## config.mk

```make
export PLATFORM = sky130hd
export DESIGN_NAME = p4_ingress_top
export DESIGN_NICKNAME = d
export VERILOG_FILES = /design/src/hdl/ing_pkg.sv /design/src/hdl/ing_merge_sched.sv /design/src/hdl/ing_port_adapt.sv /design/src/hdl/ing_port_buffer.sv /design/src/hdl/ing_stats_regs.sv /design/src/hdl/p4_ingress_top.sv
export VERILOG_INCLUDE_DIRS = /design/src /design/src/hdl
export SDC_FILE = /design/constraint.sdc
export NUM_CORES = 2
export LEC_CHECK = 0
export ABC_AREA = 0
export ABC_CLOCK_PERIOD_IN_PS = 18300
export BUFFER_PORTS_ARGS = -buffer_cell sky130_fd_sc_hd__buf_4
export CAP_MARGIN = 20
export CORE_MARGIN = 1.5
export CORE_UTILIZATION = 40
export CTS_BUF_LIST = sky130_fd_sc_hd__clkbuf_2 sky130_fd_sc_hd__clkbuf_4 sky130_fd_sc_hd__clkbuf_8
export DETAILED_ROUTE_END_ITERATION = 10
export GPL_TIMING_DRIVEN = 0
export SETUP_SLACK_MARGIN = 0.02
export SKIP_LAST_GASP = 1
export SLEW_MARGIN = 15
export SYNTH_ARGS = -nofsm -noshare
export SYNTH_HDL_FRONTEND = slang
export SYNTH_HIERARCHICAL = 1
export SYNTH_SLANG_ARGS = --single-unit
```

## constraint.sdc

```tcl
create_clock -name ing_16b_phys_ports -period 18.3 [get_ports ing_16b_phys_ports]
set_input_delay 3.66 -clock ing_16b_phys_ports [delete_from_list [all_inputs] [get_ports ing_16b_phys_ports]]
set_output_delay 3.66 -clock ing_16b_phys_ports [all_outputs]
set_load 0.02 [all_outputs]
```

## src/hdl/ing_consts.svh

```systemverilog
// Ingress aggregator constants

`ifndef ING_CONSTS_SVH
`define ING_CONSTS_SVH

// Narrow ingress ports merged onto the wide bus
`define ING_NUM_PORTS       2

// Bytes carried per beat on each side of the width adapter
`define ING_NARROW_BYTES    2
`define ING_WIDE_BYTES      8
`define ING_BEATS_PER_WORD  (`ING_WIDE_BYTES / `ING_NARROW_BYTES)

// Largest packet, in bytes and in wide words
`define ING_MTU_BYTES       64
`define ING_MTU_WORDS       (`ING_MTU_BYTES / `ING_WIDE_BYTES)

// Each port buffer holds two MTUs
`define ING_BUF_DEPTH       (2 * `ING_MTU_WORDS)

// Statistics counter width
`define ING_CNT_WIDTH       32

`endif

```

## src/hdl/ing_pkg.sv

```systemverilog
// Ingress aggregator types

`default_nettype none

`include "ing_consts.svh"

package ing_pkg;

    //////////////////////////////////////////////////
    // Vector types

    typedef logic [$clog2(`ING_NUM_PORTS)-1:0]   port_idx_t;
    typedef logic [`ING_NARROW_BYTES*8-1:0]      narrow_data_t;
    typedef logic [`ING_NARROW_BYTES-1:0]        narrow_keep_t;
    typedef logic [`ING_WIDE_BYTES*8-1:0]        wide_data_t;
    typedef logic [`ING_WIDE_BYTES-1:0]          wide_keep_t;
    // One extra bit so a completely full buffer is representable
    typedef logic [$clog2(`ING_BUF_DEPTH):0]     buf_level_t;
    typedef logic [`ING_CNT_WIDTH-1:0]           cnt_t;

    //////////////////////////////////////////////////
    // Beat structures

    typedef struct packed {
        logic         valid;
        narrow_data_t data;
        narrow_keep_t keep;
        logic         last;
    } narrow_beat_t;

    // User carries the source port on the wide bus
    typedef struct packed {
        logic       valid;
        wide_data_t data;
        wide_keep_t keep;
        logic       last;
        port_idx_t  user;
    } wide_beat_t;

    typedef enum logic {
        SCHED_IDLE,
        SCHED_STREAM
    } sched_state_t;

endpackage

`default_nettype wire

```

## src/hdl/ing_merge_sched.sv

```systemverilog
// Round-robin packet scheduler

`timescale 1ns/1ps
`default_nettype none

`include "ing_consts.svh"

module ing_merge_sched (
    input  logic                     ing_16b_phys_ports,
    input  logic                     rst_n,
    input  ing_pkg::wide_beat_t      heads [`ING_NUM_PORTS-1:0],
    input  logic [`ING_NUM_PORTS-1:0] pkt_avail,
    output logic [`ING_NUM_PORTS-1:0] pop,
    output ing_pkg::wide_beat_t      bus_out,
    input  logic                     bus_ready
);

    import ing_pkg::*;

    sched_state_t state;
    port_idx_t    last_port;
    port_idx_t    cur_port;
    port_idx_t    sel_port;
    logic         sel_found;
    logic         xfer;

    //////////////////////////////////////////////////
    // Round-robin pick

    // Search begins at the port after the one served last
    always_comb begin
        port_idx_t cand;
        sel_port  = last_port;
        sel_found = 1'b0;
        for (int i = 1; i <= `ING_NUM_PORTS; i++) begin
            cand = port_idx_t'((int'(last_port) + i) % `ING_NUM_PORTS);
            if (!sel_found && pkt_avail[cand]) begin
                sel_port  = cand;
                sel_found = 1'b1;
            end
        end
    end

    //////////////////////////////////////////////////
    // Packet FSM

    always_ff @(posedge ing_16b_phys_ports or negedge rst_n) begin
        if (!rst_n) begin
            state     <= SCHED_IDLE;
            last_port <= port_idx_t'(`ING_NUM_PORTS - 1);
            cur_port  <= '0;
        end else begin
            case (state)
                SCHED_IDLE: begin
                    if (sel_found) begin
                        cur_port <= sel_port;
                        state    <= SCHED_STREAM;
                    end
                end
                SCHED_STREAM: begin
                    // Stay on this port until its last word has gone
                    if (xfer && heads[cur_port].last) begin
                        last_port <= cur_port;
                        state     <= SCHED_IDLE;
                    end
                end
                default: state <= SCHED_IDLE;
            endcase
        end
    end

    //////////////////////////////////////////////////
    // Bus output

    // A stalled word stays put because the head only moves on pop
    assign bus_out = '{
        valid: state == SCHED_STREAM,
        data:  heads[cur_port].data,
        keep:  heads[cur_port].keep,
        last:  heads[cur_port].last,
        user:  heads[cur_port].user
    };

    assign xfer = bus_out.valid && bus_ready;

    always_comb begin
        pop           = '0;
        pop[cur_port] = xfer;
    end

endmodule

`default_nettype wire

```

## src/hdl/ing_port_adapt.sv

```systemverilog
// Narrow port width adapter

`timescale 1ns/1ps
`default_nettype none

`include "ing_consts.svh"

module ing_port_adapt (
    input  logic                 ing_16b_phys_ports,
    input  logic                 rst_n,
    input  logic                 port_enable,
    input  ing_pkg::narrow_beat_t beat_in,
    output ing_pkg::wide_beat_t  word_out,
    output logic                 start,
    output logic                 drop_evt
);

    import ing_pkg::*;

    localparam int NARROW_BITS = $bits(narrow_data_t);
    localparam int KEEP_BITS   = $bits(narrow_keep_t);
    localparam int IDX_W       = $clog2(`ING_BEATS_PER_WORD);
    localparam logic [IDX_W-1:0] LAST_IDX = IDX_W'(`ING_BEATS_PER_WORD - 1);

    logic             in_pkt;
    logic             pkt_ok;
    logic             first_pend;
    logic [IDX_W-1:0] beat_idx;

    wide_data_t acc_data;
    wide_keep_t acc_keep;
    wide_data_t asm_data;
    wide_keep_t asm_keep;

    logic       out_valid;
    wide_data_t out_data;
    wide_keep_t out_keep;
    logic       out_last;

    logic first_beat;
    logic take;
    logic emit;

    //////////////////////////////////////////////////
    // Beat acceptance

    // The enable is only looked at on the first beat of a packet
    assign first_beat = beat_in.valid && !in_pkt;
    assign take       = beat_in.valid && (first_beat ? port_enable : pkt_ok);
    assign emit       = take && ((beat_idx == LAST_IDX) || beat_in.last);

    // Slot zero opens a fresh word, so stale upper lanes read as zero
    always_comb begin
        asm_data = (beat_idx == '0) ? '0 : acc_data;
        asm_keep = (beat_idx == '0) ? '0 : acc_keep;
        asm_data[beat_idx*NARROW_BITS +: NARROW_BITS] = beat_in.data;
        asm_keep[beat_idx*KEEP_BITS +: KEEP_BITS]     = beat_in.keep;
    end

    //////////////////////////////////////////////////
    // Packet tracking and output pulses

    always_ff @(posedge ing_16b_phys_ports or negedge rst_n) begin
        if (!rst_n) begin
            in_pkt     <= 1'b0;
            pkt_ok     <= 1'b0;
            first_pend <= 1'b0;
            beat_idx   <= '0;
            out_valid  <= 1'b0;
            start      <= 1'b0;
            drop_evt   <= 1'b0;
        end else begin
            out_valid <= emit;
            start     <= emit && (first_beat || first_pend);
            drop_evt  <= first_beat && !port_enable;

            if (beat_in.valid) begin
                in_pkt <= !beat_in.last;
            end
            if (first_beat) begin
                pkt_ok     <= port_enable;
                first_pend <= port_enable;
            end
            // Emitting the first word retires the pending start
            if (emit) begin
                first_pend <= 1'b0;
            end
            if (take) begin
                beat_idx <= emit ? '0 : beat_idx + 1'b1;
            end
        end
    end

    always_ff @(posedge ing_16b_phys_ports) begin
        if (take) begin
            acc_data <= asm_data;
            acc_keep <= asm_keep;
        end
        if (emit) begin
            out_data <= asm_data;
            out_keep <= asm_keep;
            out_last <= beat_in.last;
        end
    end

    // The buffer stamps the port index, so user leaves here as zero
    assign word_out = '{
        valid: out_valid,
        data:  out_data,
        keep:  out_keep,
        last:  out_last,
        user:  '0
    };

endmodule

`default_nettype wire

```

## src/hdl/ing_port_buffer.sv

```systemverilog
// Per-port packet buffer

`timescale 1ns/1ps
`default_nettype none

`include "ing_consts.svh"

module ing_port_buffer #(
    parameter int PORT_IDX = 0
) (
    input  logic                ing_16b_phys_ports,
    input  logic                rst_n,
    input  ing_pkg::wide_beat_t word_in,
    input  logic                start,
    output ing_pkg::wide_beat_t head,
    output logic                pkt_avail,
    input  logic                pop,
    output logic                buf_overflow,
    output logic                ovf_drop_evt
);

    import ing_pkg::*;

    localparam int PTR_W = $clog2(`ING_BUF_DEPTH);

    wide_beat_t mem [`ING_BUF_DEPTH-1:0];

    logic [PTR_W-1:0] wr_ptr;
    logic [PTR_W-1:0] rd_ptr;
    buf_level_t       level;
    buf_level_t       free_words;
    buf_level_t       pkt_count;

    logic pkt_admitted;
    logic room_ok;
    logic wr_en;
    logic rd_en;
    logic wr_last;
    logic rd_last;

    //////////////////////////////////////////////////
    // Admission

    // A packet gets in only if a whole MTU fits when it starts
    assign free_words = buf_level_t'(`ING_BUF_DEPTH) - level;
    assign room_ok    = free_words >= buf_level_t'(`ING_MTU_WORDS);

    assign wr_en   = word_in.valid && (start ? room_ok : pkt_admitted);
    assign rd_en   = pop && (level != '0);
    assign wr_last = wr_en && word_in.last;
    assign rd_last = rd_en && mem[rd_ptr].last;

    always_ff @(posedge ing_16b_phys_ports or negedge rst_n) begin
        if (!rst_n) begin
            pkt_admitted <= 1'b0;
            buf_overflow <= 1'b0;
            ovf_drop_evt <= 1'b0;
        end else begin
            ovf_drop_evt <= word_in.valid && start && !room_ok;
            if (word_in.valid && start) begin
                pkt_admitted <= room_ok;
                if (!room_ok) begin
                    buf_overflow <= 1'b1;
                end
            end
        end
    end

    //////////////////////////////////////////////////
    // Storage and pointers

    always_ff @(posedge ing_16b_phys_ports) begin
        if (wr_en) begin
            mem[wr_ptr] <= word_in;
        end
    end

    always_ff @(posedge ing_16b_phys_ports or negedge rst_n) begin
        if (!rst_n) begin
            wr_ptr    <= '0;
            rd_ptr    <= '0;
            level     <= '0;
            pkt_count <= '0;
        end else begin
            if (wr_en) begin
                wr_ptr <= wr_ptr + 1'b1;
            end
            if (rd_en) begin
                rd_ptr <= rd_ptr + 1'b1;
            end
            level <= level + buf_level_t'(wr_en) - buf_level_t'(rd_en);

            // Complete packets in store, counted by their last words
            case ({wr_last, rd_last})
                2'b10:   pkt_count <= pkt_count + 1'b1;
                2'b01:   pkt_count <= pkt_count - 1'b1;
                default: pkt_count <= pkt_count;
            endcase
        end
    end

    //////////////////////////////////////////////////
    // Show-ahead head

    assign pkt_avail = (pkt_count != '0);

    assign head = '{
        valid: level != '0,
        data:  mem[rd_ptr].data,
        keep:  mem[rd_ptr].keep,
        last:  mem[rd_ptr].last,
        user:  port_idx_t'(PORT_IDX)
    };

endmodule

`default_nettype wire

```

## src/hdl/ing_stats_regs.sv

```systemverilog
// Ingress packet statistics

`timescale 1ns/1ps
`default_nettype none

`include "ing_consts.svh"

module ing_stats_regs (
    input  logic                     ing_16b_phys_ports,
    input  logic                     rst_n,
    input  logic [`ING_NUM_PORTS-1:0] accept_evt,
    input  logic [`ING_NUM_PORTS-1:0] drop_evt,
    input  logic [`ING_NUM_PORTS-1:0] cnt_clear,
    input  logic                     bus_pkt_evt,
    input  logic                     bus_cnt_clear,
    output ing_pkg::cnt_t            pkt_cnt  [`ING_NUM_PORTS-1:0],
    output ing_pkg::cnt_t            drop_cnt [`ING_NUM_PORTS-1:0],
    output ing_pkg::cnt_t            bus_pkt_cnt
);

    import ing_pkg::*;

    // Counters stick at all ones instead of wrapping
    function automatic cnt_t sat_inc(input cnt_t value);
        return (&value) ? value : value + 1'b1;
    endfunction

    //////////////////////////////////////////////////
    // Per-port counters

    always_ff @(posedge ing_16b_phys_ports or negedge rst_n) begin
        if (!rst_n) begin
            for (int p = 0; p < `ING_NUM_PORTS; p++) begin
                pkt_cnt[p]  <= '0;
                drop_cnt[p] <= '0;
            end
        end else begin
            for (int p = 0; p < `ING_NUM_PORTS; p++) begin
                // Clear takes priority over a same-cycle event
                if (cnt_clear[p]) begin
                    pkt_cnt[p]  <= '0;
                    drop_cnt[p] <= '0;
                end else begin
                    if (accept_evt[p]) begin
                        pkt_cnt[p] <= sat_inc(pkt_cnt[p]);
                    end
                    if (drop_evt[p]) begin
                        drop_cnt[p] <= sat_inc(drop_cnt[p]);
                    end
                end
            end
        end
    end

    //////////////////////////////////////////////////
    // Wide bus counter

    always_ff @(posedge ing_16b_phys_ports or negedge rst_n) begin
        if (!rst_n) begin
            bus_pkt_cnt <= '0;
        end else if (bus_cnt_clear) begin
            bus_pkt_cnt <= '0;
        end else if (bus_pkt_evt) begin
            bus_pkt_cnt <= sat_inc(bus_pkt_cnt);
        end
    end

endmodule

`default_nettype wire

```

## src/hdl/p4_ingress_top.sv

```systemverilog
// Packet router ingress aggregator

`timescale 1ns/1ps
`default_nettype none

`include "ing_consts.svh"

module p4_ingress_top (
    input  logic                     ing_16b_phys_ports,
    input  logic                     rst_n,
    input  ing_pkg::narrow_beat_t    port_in [`ING_NUM_PORTS-1:0],
    input  logic [`ING_NUM_PORTS-1:0] port_enable,
    output ing_pkg::wide_beat_t      bus_out,
    input  logic                     bus_ready,
    output logic [`ING_NUM_PORTS-1:0] buf_overflow,
    input  logic [`ING_NUM_PORTS-1:0] cnt_clear,
    output ing_pkg::cnt_t            pkt_cnt  [`ING_NUM_PORTS-1:0],
    output ing_pkg::cnt_t            drop_cnt [`ING_NUM_PORTS-1:0],
    input  logic                     bus_cnt_clear,
    output ing_pkg::cnt_t            bus_pkt_cnt
);

    import ing_pkg::*;

    wide_beat_t adapt_word [`ING_NUM_PORTS-1:0];
    wide_beat_t buf_head   [`ING_NUM_PORTS-1:0];

    logic [`ING_NUM_PORTS-1:0] adapt_start;
    logic [`ING_NUM_PORTS-1:0] adapt_drop;
    logic [`ING_NUM_PORTS-1:0] ovf_drop;
    logic [`ING_NUM_PORTS-1:0] drop_any;
    logic [`ING_NUM_PORTS-1:0] buf_avail;
    logic [`ING_NUM_PORTS-1:0] buf_pop;
    logic                      bus_pkt_evt;

    //////////////////////////////////////////////////
    // Per-port adapter and buffer

    generate
        for (genvar p = 0; p < `ING_NUM_PORTS; p++) begin : gen_port
            ing_port_adapt u_adapt (
                .ing_16b_phys_ports (ing_16b_phys_ports),
                .rst_n              (rst_n),
                .port_enable        (port_enable[p]),
                .beat_in            (port_in[p]),
                .word_out           (adapt_word[p]),
                .start              (adapt_start[p]),
                .drop_evt           (adapt_drop[p])
            );

            ing_port_buffer #(
                .PORT_IDX (p)
            ) u_buffer (
                .ing_16b_phys_ports (ing_16b_phys_ports),
                .rst_n              (rst_n),
                .word_in            (adapt_word[p]),
                .start              (adapt_start[p]),
                .head               (buf_head[p]),
                .pkt_avail          (buf_avail[p]),
                .pop                (buf_pop[p]),
                .buf_overflow       (buf_overflow[p]),
                .ovf_drop_evt       (ovf_drop[p])
            );
        end
    endgenerate

    // A packet is dropped either at the adapter or at the buffer, never both
    assign drop_any = adapt_drop | ovf_drop;

    //////////////////////////////////////////////////
    // Merge onto the wide bus

    ing_merge_sched u_sched (
        .ing_16b_phys_ports (ing_16b_phys_ports),
        .rst_n              (rst_n),
        .heads              (buf_head),
        .pkt_avail          (buf_avail),
        .pop                (buf_pop),
        .bus_out            (bus_out),
        .bus_ready          (bus_ready)
    );

    assign bus_pkt_evt = bus_out.valid && bus_ready && bus_out.last;

    ing_stats_regs u_stats (
        .ing_16b_phys_ports (ing_16b_phys_ports),
        .rst_n              (rst_n),
        .accept_evt         (adapt_start),
        .drop_evt           (drop_any),
        .cnt_clear          (cnt_clear),
        .bus_pkt_evt        (bus_pkt_evt),
        .bus_cnt_clear      (bus_cnt_clear),
        .pkt_cnt            (pkt_cnt),
        .drop_cnt           (drop_cnt),
        .bus_pkt_cnt        (bus_pkt_cnt)
    );

endmodule

`default_nettype wire

```

==> summary.md <==
| Metric | Value |
|---|---|
| Clk slew on worst S/H paths | approximately 0.060 ns |
| Switching Fraction | between 30% and 40% |
| # port buffers | 283 |
| Starting density of the core | 40.2% |
| Fin. max-slew vios | 0 |
| Die Area | 281000 µm² |
| Critical Path Slowest Stage Cell | clkbuf_1 |
| RSZ-0062 raised after global routing | no |
| Fin util | 47.2% |
| Clock power share | between 20% and 30% |
| DRT Wirelength | 304 mm |
| Final setup vio count | 0 |
| Nets | 6676 |
| PD cells | approximately 150 nW/µm² |
| GRT Resource Usage Total | 21.5% |
| Gate Count Post-Synth | 5516 |
| Hold_buf cts | 0 |
| Crit-path max cell delay | 0.89 ns |
| Worst Setup Slack, final | around 10 ns |
| Hold WC Path Type | reg2reg |
| CP Capture Type | output port |
| GR Util met2 | 34.4% |
| # DRC | 0 |
| Critical path data arrival time | 4.64 ns |
| Setup TNS | 0 ns |
| Setup CP Type | reg2out |
| R2R Path Start | gen_port[1].u_buffer/rd_ptr[1]$_DFFE_PN0P_ |
| Crit path from | gen_port[0].u_buffer/rd_ptr[1]$_DFFE_PN0P_ |
| CTS tree | done |
| CTS max path bufs | 4 |
| Num CTS Buffers | 464 |
| Gr ovfl total | 0 |
| Root Driver | clkbuf_8 |
| Drt pass-1 iters | 6 |
| Die Y | 530 µm |
| Antenna viol nets, final | 0 |
| Fmax | around 120 MHz |
| Final setup skew | 0.131 ns |
| CP Cell Sequence | buf_2 > buf_2 > clkbuf_1 > mux4_2 > a22oi_1 > nand2_1 > mux2_2 > buf_4 |
| Worst-path maximum fanout | 10 |
| Final Critical Period | 8.30 ns |
| Width of the die | 530 µm |
| Placed cell area | 121000 µm² |
| Fillers | 23038 |
| Worst IR Drop VDD | ~0.11 mV |
| Part of the power in registers | 40.5% |
| Switch Pwr | about 6.4 mW |
| Warning count from the yosys run | 6 |
| GR peak layer | met2 |
| Outcome | finished, final reports clean |
| Antenna violations before repair | 9 |
| Synth Area per Inst | about 20 µm² |
| H-tree Lvls | 5 |
| Routed wire per std cell | between 20 and 30 µm |
| RePlAce Congestion | 0.802 |
| Worst rel slew slack | 24.3% |
| Static Leak | 43.6 nW |
| Post_cts resized | 0 |
| Area growth, synth to finish | 17.3% |
| Cell seen most often among critical-path stages | buf_2 |
| Final Cell Area | 130000 µm² |
| Period Utilization, post-route | between 40% and 50% |
| Met3 usage | 4.44% |
| Via-to-Cell Ratio | 5.67 |
| Transition time of the tightest slew-check pin | around 1.1 ns |
| Clock Latency Late Sink | 1.13 ns |
| Detailed Place HPWL | 207 mm |
| Setup crit start kind | flop |
| # Max-Cap Violations | 0 |
| Global Route met1 Usage | between 20% and 30% |
| Netlist Area Pre-Place | 111000 µm² |
| Number of global-route vias before repair | 61062 |
| Setup repair bufs after CTS | 0 |
| Min-delay src | gen_port[1].u_buffer/buf_overflow$_DFFE_PN0P_ |
| Final Hold Viols | 0 |
| CP required | ~15 ns |
| Pre-CTS WS | 10.90 ns |
| Std cell rows | 193 |
| CTS Sinks | 2847 |
| Global-route wire length before repair | 433 mm |
| Logic pwr share | 31.5% |
| Largest net degree at the start of global routing | 97 |
| I/O pins | 285 |
| Share of cells above drive strength 1 | 31.6% |
| Syn nets | 5619 |
| Vias post-DR | 60309 |
| Core area | 276000 µm² |
| Power, Total | 19.1 mW |
| Starting DRT DRC Count | 6506 |
| Internal power | 12.7 mW |
==> layout by cell type (no fill, tap or decap), types with 14 or more instances in the layout <==
cell / n
or3_1: 72
mux2_2: 79
mux4_2: 584
o31ai_1: 36
ha_1: 51
nor2_1: 102
clkinv_1: 116
nand3_1: 61
a21oi_1: 119
a22o_1: 133
dfrtp_1: 220
a22oi_1: 288
nor4_1: 15
clkbuf_8: 488
o21ai_0: 87
inv_1: 56
buf_1: 33
buf_4: 434
nand4_1: 44
or4_1: 30
nor3_1: 26
buf_2: 150
nor2b_1: 37
xnor2_1: 38
and4_1: 23
xor2_1: 22
buf_16: 25
clkinv_2: 53
clkbuf_4: 145
clkbuf_1: 129
and3_1: 14
mux2_4: 16
buf_12: 50
nand2_1: 234
nor2_4: 19
edfxtp_1: 2626
buf_6: 63
==> through the flow <==
stage / cells / hold WS (ns)
final: 10644 / 0.457
after global routing: 10640 / 0.507
after CTS: 10633 / 0.466
after detailed placement: 9811 / 0.451
after global placement: 9504 / 0.449
after floorplan: 5516 / 0.458
==> state kept, by name, indices dropped and copies added, names as in the netlist, 8 cells and up <==
register	count
gen_port.u_adapt/out_data	128
u_stats/drop_cnt	64
gen_port.u_buffer/level	10
u_stats/bus_pkt_cnt	32
gen_port.u_buffer/wr_ptr	8
gen_port.u_buffer/mem	2336
gen_port.u_buffer/pkt_count	10
gen_port.u_adapt/out_keep	16
u_stats/pkt_cnt	64
gen_port.u_adapt/acc_keep	16
gen_port.u_adapt/acc_data	128
gen_port.u_buffer/rd_ptr	8
==> metal layers <==
metal | part of all wire, % | vias up
li1 | - | 25104
met4 | 3.0 | 0
met5 | 0 | -
met1 | 41 | 32038
met2 | 48 | 2716
met3 | 8.4 | 451
==> worst paths after layout <==
kind | to | slack (ns) | cells past startpoint
min in group asynchronous | u_stats/bus_pkt_cnt[8]$_DFFE_PN0P_ | 2.57 | 1
hold / removal | gen_port[1].u_buffer/buf_overflow$_DFFE_PN0P_ | 0.46 | 1
setup / recovery | bus_out[3] | 10.00 | 8
hold reg to reg | gen_port[1].u_buffer/buf_overflow$_DFFE_PN0P_ | 0.46 | 1
setup reg to reg | u_stats/bus_pkt_cnt[28]$_DFFE_PN0P_ | 13.51 | 13
max in group asynchronous | gen_port[0].u_adapt/beat_idx[1]$_DFFE_PN0P_ | 14.76 | 2
==> power groups by stage <==
stage	sequential, mW	combinational (mW)	clock [mW]
floorplan	7.80	3.53	0
global placement	7.89	5.99	0
detailed placement	7.88	6.06	0
CTS	7.75	6.09	5.44
global route	7.78	6.29	5.71
finish	7.74	6.01	5.35
==> cell type report <==
class	instances	area [µm²]	area share, %
Inverter	60	230	0.177
Clock buffer	633	7800	5.99
Buffer	301	1650	1.27
Timing Repair Buffer	591	5450	4.18
Tap cell	3705	4640	3.56
Clock inverter	189	1060	0.811
Sequential cell	2847	84400	64.7
Multi-Input combinational cell	2308	25200	19.3
Antenna cell	10	25.0	0.0192
==> critical path: cells and delay by family, from the launching register on <==
family / cells / cell delay, ns
mux: 2 / 0.87
flops: 1 / 0.34
simple gates: 1 / 0.31
buf+inv: 4 / 1.88
compound gates: 1 / 0.14
(Power assumes the default switching activity.)
